<file path="config.mk">
export PLATFORM = sky130hd
export DESIGN_NAME = shiftAddMultiplier
export DESIGN_NICKNAME = d
export VERILOG_FILES = /design/src/verilog/mulTypes_pkg.sv /design/src/verilog/mulController.sv /design/src/verilog/mulDatapath.sv /design/src/verilog/shiftAddMultiplier.sv
export VERILOG_INCLUDE_DIRS = /design/src /design/src/verilog
export SDC_FILE = /design/constraint.sdc
export NUM_CORES = 1
export LEC_CHECK = 0
export ABC_CLOCK_PERIOD_IN_PS = 6100
export BUFFER_PORTS_ARGS = -buffer_cell sky130_fd_sc_hd__buf_2
export CAP_MARGIN = 40
export CORE_MARGIN = 4
export CORE_UTILIZATION = 59
export DETAILED_ROUTE_END_ITERATION = 6
export PLACE_DENSITY = 0.79
export SLEW_MARGIN = 20
export SYNTH_ARGS = -nofsm -noshare
export SYNTH_HDL_FRONTEND = slang
export SYNTH_SLANG_ARGS = --single-unit
</file>
<file path="constraint.sdc">
create_clock -name Clock -period 6.1 [get_ports Clock]
set_clock_uncertainty 0.15 [all_clocks]
set_input_delay 0.61 -clock Clock [delete_from_list [all_inputs] [get_ports Clock]]
set_output_delay 0.61 -clock Clock [all_outputs]
set_load 0.01 [all_outputs]
</file>
<file path="src/verilog/mulConfig_config.svh">
`ifndef MUL_CONFIG_CONFIG_SVH
`define MUL_CONFIG_CONFIG_SVH

// Width of each operand in bits
// The datapath and the controller do not depend on this value being 32
`define MUL_WIDTH 32

// Full product of two operands needs twice the operand width
`define MUL_PRODUCT_WIDTH (2 * `MUL_WIDTH)

// Bit counter width
// Must hold values from 0 up to MUL_WIDTH
`define MUL_COUNT_WIDTH 6

`endif

</file>
<file path="src/verilog/mulTypes_pkg.sv">
`default_nettype none

`include "mulConfig_config.svh"

package mulTypes_pkg;

	// Multiplier or multiplicand value as presented at the inputs
	typedef logic [`MUL_WIDTH-1:0] operand_t;

	// Accumulated partial product and final result
	typedef logic [`MUL_PRODUCT_WIDTH-1:0] product_t;

	// Number of multiplier bits already processed
	typedef logic [`MUL_COUNT_WIDTH-1:0] count_t;

	// Controller states
	// Idle waits for validData
	// Calc runs one shift-add step per clock
	// Done holds the result until ack
	typedef enum logic [1:0]
	{
		Idle = 2'd0,
		Calc = 2'd1,
		Done = 2'd2
	} mulState_t;

endpackage

`default_nettype wire

</file>
<file path="src/verilog/mulController.sv">
`timescale 1ns/10ps
`default_nettype none

// Sequencer of the shift-and-add multiplier
// Moore machine with three states
// Load and step go to the datapath, done goes out of the unit
module mulController import mulTypes_pkg::*;
(
	input  wire logic Clock,
	input  wire logic Reset,

	// Request and release from the outside
	input  wire logic validData,
	input  wire logic ack,

	// Status from the datapath
	input  wire logic lastStep,

	// Commands to the datapath
	output logic      load,
	output logic      step,

	// Result valid flag
	output logic      done
);

	// Present and next state
	mulState_t currentState;
	mulState_t nextState;

	// Value that done takes on the next edge
	logic nextDone;

	// State register and registered output
	// Both are cleared to the idle condition by Reset
	always_ff @(posedge Clock or posedge Reset)
	begin
		if (Reset)
		begin
			currentState <= Idle;
			done         <= 1'b0;
		end
		else
		begin
			currentState <= nextState;
			done         <= nextDone;
		end
	end

	// Next state logic
	always_comb
	begin
		// Stay put unless a transition condition is met
		nextState = currentState;

		case (currentState)
			Idle:
			begin
				// A new multiplication starts only from here
				if (validData)
				begin
					nextState = Calc;
				end
			end

			Calc:
			begin
				// One multiplier bit per clock
				// validData is ignored while busy
				if (lastStep)
				begin
					nextState = Done;
				end
			end

			Done:
			begin
				// Result is held until the consumer acknowledges it
				if (ack)
				begin
					nextState = Idle;
				end
			end

			default:
			begin
				// Recover from an illegal encoding
				nextState = Idle;
			end
		endcase
	end

	// done follows the state it will be in after the edge
	// so that it is high exactly while the state is Done
	always_comb
	begin
		nextDone = (nextState == Done);
	end

	// Datapath commands decoded from the present state
	always_comb
	begin
		load = 1'b0;
		step = 1'b0;

		case (currentState)
			Idle:
			begin
				// Operands are taken in on the accepting edge
				load = validData;
			end

			Calc:
			begin
				// Every Calc cycle processes one bit
				step = 1'b1;
			end

			default:
			begin
				// Done holds everything still
				load = 1'b0;
				step = 1'b0;
			end
		endcase
	end

endmodule

`default_nettype wire

</file>
<file path="src/verilog/mulDatapath.sv">
`timescale 1ns/10ps
`default_nettype none

`include "mulConfig_config.svh"

// Datapath of the shift-and-add multiplier
// Multiplicand shifts left, multiplier shifts right
// Product accumulates the multiplicand for each multiplier bit that is set
module mulDatapath import mulTypes_pkg::*;
(
	input  wire logic     Clock,
	input  wire logic     Reset,

	// Operands, sampled on load
	input  wire operand_t a,
	input  wire operand_t b,

	// Commands from the controller
	input  wire logic     load,
	input  wire logic     step,

	// Accumulated product
	output product_t      product,

	// High during the step that handles the last multiplier bit
	output logic          lastStep
);

	// Counter value seen during the final step
	localparam count_t LastCount = count_t'(`MUL_WIDTH - 1);

	// Multiplicand widened to the product width so it can shift left freely
	product_t multiplicand;

	// Multiplier shifts right, its lsb selects the add
	operand_t multiplier;

	// Running sum of partial products
	product_t accumulator;

	// Number of multiplier bits already processed
	count_t bitCount;

	// Accumulator plus the current partial product
	product_t partialSum;

	// Partial product is either the shifted multiplicand or zero
	always_comb
	begin
		if (multiplier[0])
		begin
			partialSum = accumulator + multiplicand;
		end
		else
		begin
			partialSum = accumulator;
		end
	end

	// Operand shift registers
	always_ff @(posedge Clock or posedge Reset)
	begin
		if (Reset)
		begin
			multiplicand <= '0;
			multiplier   <= '0;
		end
		else if (load)
		begin
			// Upper half of the multiplicand starts at zero
			multiplicand <= product_t'(a);
			multiplier   <= b;
		end
		else if (step)
		begin
			// Next bit weight
			multiplicand <= multiplicand << 1;
			multiplier   <= multiplier >> 1;
		end
	end

	// Product accumulator
	always_ff @(posedge Clock or posedge Reset)
	begin
		if (Reset)
		begin
			accumulator <= '0;
		end
		else if (load)
		begin
			// Fresh sum for every new pair of operands
			accumulator <= '0;
		end
		else if (step)
		begin
			accumulator <= partialSum;
		end
	end

	// Bit counter
	always_ff @(posedge Clock or posedge Reset)
	begin
		if (Reset)
		begin
			bitCount <= '0;
		end
		else if (load)
		begin
			bitCount <= '0;
		end
		else if (step)
		begin
			bitCount <= bitCount + count_t'(1);
		end
	end

	// Controller leaves Calc on the edge that ends this step
	always_comb
	begin
		lastStep = (bitCount == LastCount);
	end

	// Result is read straight from the accumulator
	// It stays unchanged after the last step since no step follows
	always_comb
	begin
		product = accumulator;
	end

endmodule

`default_nettype wire

</file>
<file path="src/verilog/shiftAddMultiplier.sv">
`timescale 1ns/10ps
`default_nettype none

// Iterative 32 by 32 unsigned multiplier
// One multiplication in flight at a time
// validData starts it, done flags the result, ack releases it
module shiftAddMultiplier import mulTypes_pkg::*;
(
	input  wire logic     Clock,
	input  wire logic     Reset,

	// Start request, sampled only while idle
	input  wire logic     validData,

	// Result release, sampled only while done is high
	input  wire logic     ack,

	// Operands
	input  wire operand_t a,
	input  wire operand_t b,

	// Result, valid while done is high
	output product_t      product,
	output logic          done
);

	// Copy operands, clear product and counter
	logic load;

	// One shift-add iteration
	logic step;

	// Final bit is being processed
	logic lastStep;

	// Sequencing of load, steps and result hold
	mulController mulController_i
	(
		.Clock     (Clock),
		.Reset     (Reset),
		.validData (validData),
		.ack       (ack),
		.lastStep  (lastStep),
		.load      (load),
		.step      (step),
		.done      (done)
	);

	// Shift registers, accumulator and bit counter
	mulDatapath mulDatapath_i
	(
		.Clock    (Clock),
		.Reset    (Reset),
		.a        (a),
		.b        (b),
		.load     (load),
		.step     (step),
		.product  (product),
		.lastStep (lastStep)
	);

endmodule

`default_nettype wire
</file>
==> flow_summary.toml <==
[worst_setup_path]
worst-r2r-setup-slack_ps = 2240
critPathSlowestCell = "dfrtp_1"
critPathLaunchType = "flip-flop"
worstPathCellList = "ha_1 -> fa_1 -> a21o_1 -> a21oi_1 -> o21ai_2 -> a41o_1 -> o21ai_2 -> o41a_1 -> o21ai_2 -> a31oi_1 -> o211ai_2 -> a311o_1 -> o211ai_1"
critical_path_peak_fanout = 5
critical_path.max_stage_delay_ps = 400
buffers_inverters_on_critical_path = 0
path_delay_family = "compound AO/OA/AOI/OAI gates"
critPathArrivalTime_ps = 4060
critPathMostFrequentCell = "o21ai_2"
worst-endpoint-required_ps = 6300
timing.critical_path.to_type = "flip-flop"
crit_type = "flip-flop to flip-flop"

[clocking]
cts-root-to-sink-buffers = 2
clock_insertion_delay_worst_skew_ps = 440
level_count_of_the_clock_h_tree = 4
tritoncts = "done"
numCtsBuffers = 17
clkTransAtPathRegs_ps = 70
numClockSinks = 169
cts_root_buffer = "clkbuf_16"
cts.hold.buffers_added = 0
cts_resized = 0
postCtsSetupRepairBufs = 0

[layout]
final-seq-area_um2 = 4230
leading_cell_type_in_the_layout_fill_and_taps_excluded = "dfrtp_1"
area_growth_pct = 13.7
fraction_of_layout_instances_using_a_drive_strength_above_1 = 0.162
final_net_count = 1351
most-common-layout-cells = "dfrtp_1, o21ai_0, nand2_1"
fillerInstances = 1342
multi_input_comb_area_um2 = 5660
fin_area_um2 = 11600
post-route-util = 0.691
n_antenna_cell = 0

[status]
run_status = "complete, no violations"

[synthesis]
yosysWarningCount = 0
post_synth_instance_area_um2 = 10200
synthArstFlopShare = 1.00
number_of_enable_flip_flop_cells_after_synthesis = 0
mappedNetlistNets = 1261
dominantRegCellSynth = "dfrtp_1"
seq_area_frac_synth = 0.415
library_cells_used_by_synthesis = 65
yosys_register_bits = 169
syn-instance-count = 1128
syn_avg_cell_area_um2 = 9.03

[sta]
drv_slew = 0
final_period_minus_worst_setup_slack_ps = 3860
maxSlewHeadroom = 0.502
rsz0062_at_grt = "no"
worstMarginPinSlew_ps = 747
post-route-period-util = 0.633
report.final.setup_viol = 0
setup_total_negative_slack_ps = 0
final_hold_violation_count = 0
max_freq_mhz = 259

[detailed_routing]
routed_via_density = 6.14
detailedRoute.firstPassIterationCount = 5
vias = 8909
drt_wl_total_mm = 25.8
drt_drc_violations_left = 0
routedWlPerCell_um = 17.8
detailedRoute.firstIterationViolations = 708
antenna_violating_nets_left = 0

[grt]
globalRoute.totalOverflow = 0
grt.met2_usage = 0.431
all_layer_global_routing_usage = 0.265
met3_usage_in_global_routing = 0.0480
grt_start_max_net_pins = 70
grt_pass1_wl_mm = 43.1
grt_pass1_vias = 8565
groute.layer.met1.usage = 0.366
globalRoute.busiestLayer = "met2"
grt_antenna_before_repair = 0

[worst_hold_path]
min_path_type = "input port to async pin"

[die]
die_height_um = 139
boundaryPins = 133
design.die.area_um2 = 19400
initial_utilization = 0.608
core-area_um2 = 16800
rows = 47
dieWidth_um = 139

[placed_design]
numPortBuffers = 132
gpl.final_weighted_congestion = 0.894
detailedPlacementHpwl_mm = 17.3
placement.cell_area_um2 = 11000

[job]
max_cap_viol_count = 0

[power_and_ir_drop]
leakage_component_of_the_power_nw = 5.47
peakVddDrop_mv = 0.320
total_power_per_unit_cell_area_nw_per_um2 = 503
finalPower_mw = 5.83
flip-flops by register name, summed over array words and instances, names as in the netlist:
register / flops
mulController_i.done: 1
mulDatapath_i.product: 64
mulDatapath_i.bitCount: 6
mulController_i.currentState: 2
mulDatapath_i.multiplier: 32
mulDatapath_i.multiplicand: 64
per-stage QoR:
step                cells  hold WS [ps]  worst slack [ps]
global placement     1418           328              2350
finish               1451          58.6              2240
detailed placement   1419           349              2290
global route         1451           106              2060
floorplan            1128           308               765
CTS                  1451          81.2              2260
kinds of logic (layout without fill, tap and decap cells):
kind of cell / after synthesis / after routing / share of synthesized area
AO/OA/AOI/OAI: 467 / 467 / 0.289
XOR/XNOR: 58 / 58 / 0.0499
adder cells (fa/ha/maj): 65 / 65 / 0.0806
buffers and inverters: 86 / 189 / 0.0319
flip-flops: 169 / 169 / 0.415
multiplexers: 1 / 1 / 0.000982
AND/OR/NAND/NOR: 282 / 282 / 0.133
power by group:
part | internal (mW) | switching, mW
logic | 1.16 | 1.62
registers | 1.55 | 0.385
clock network | 0.627 | 0.492
per-layer routing:
metal	up-vias	part of all wire	routed length [um]
met1	4291	0.45	11600
met2	279	0.48	12300
li1	4308	-	-
met5	-	0	0
met3	31	0.054	1390
met4	0	0.016	420
synth_stat cells, drive strengths merged, types with 13 or more instances:
cell type / n / share of area
nor2b: 42 / 0.026
ha: 64 / 0.079
clkbuf: 66 / 0.024
o21ai: 171 / 0.085
a22o: 37 / 0.032
a21oi: 102 / 0.050
inv: 15 / 0.0055
nand2: 141 / 0.052
nand4: 20 / 0.012
xnor2: 36 / 0.031
xor2: 22 / 0.019
dfrtp: 169 / 0.42
a21o: 30 / 0.022
o21bai: 14 / 0.010
nor2: 25 / 0.0092
nand3: 13 / 0.0064
a22oi: 63 / 0.046
final cells by class:
type,count,share of cell area
inverters,15,0.00529
well taps,220,0.0238
clock buffers,19,0.0382
multi-input cells,873,0.488
repair buffers,142,0.0652
flip-flops and latches,169,0.365
clock inverters,13,0.0137
path summary, 6_finish.rpt:
kind / startpoint / endpoint / cells after the start
setup / recovery: mulDatapath_i.product[0] / mulDatapath_i.product[58] / 13
hold / removal: Reset / mulDatapath_i.multiplicand[49] / 2
setup reg to reg: mulDatapath_i.product[0] / mulDatapath_i.product[58] / 13
hold reg to reg: mulDatapath_i.product[14] / mulDatapath_i.product[14] / 2
max in group asynchronous: Reset / mulDatapath_i.product[14] / 4
min in group Clock: ack / mulController_i.currentState[1] / 2
worst reg2reg max path: cells and delay by family (launching register included):
| kind | cells | cell delay [ps] |
|---|---|---|
| fa+ha+maj | 2 | 640 |
| compound gates | 11 | 2580 |
| flops | 1 | 400 |
Note: power is estimated with default switching activity, not from simulation.
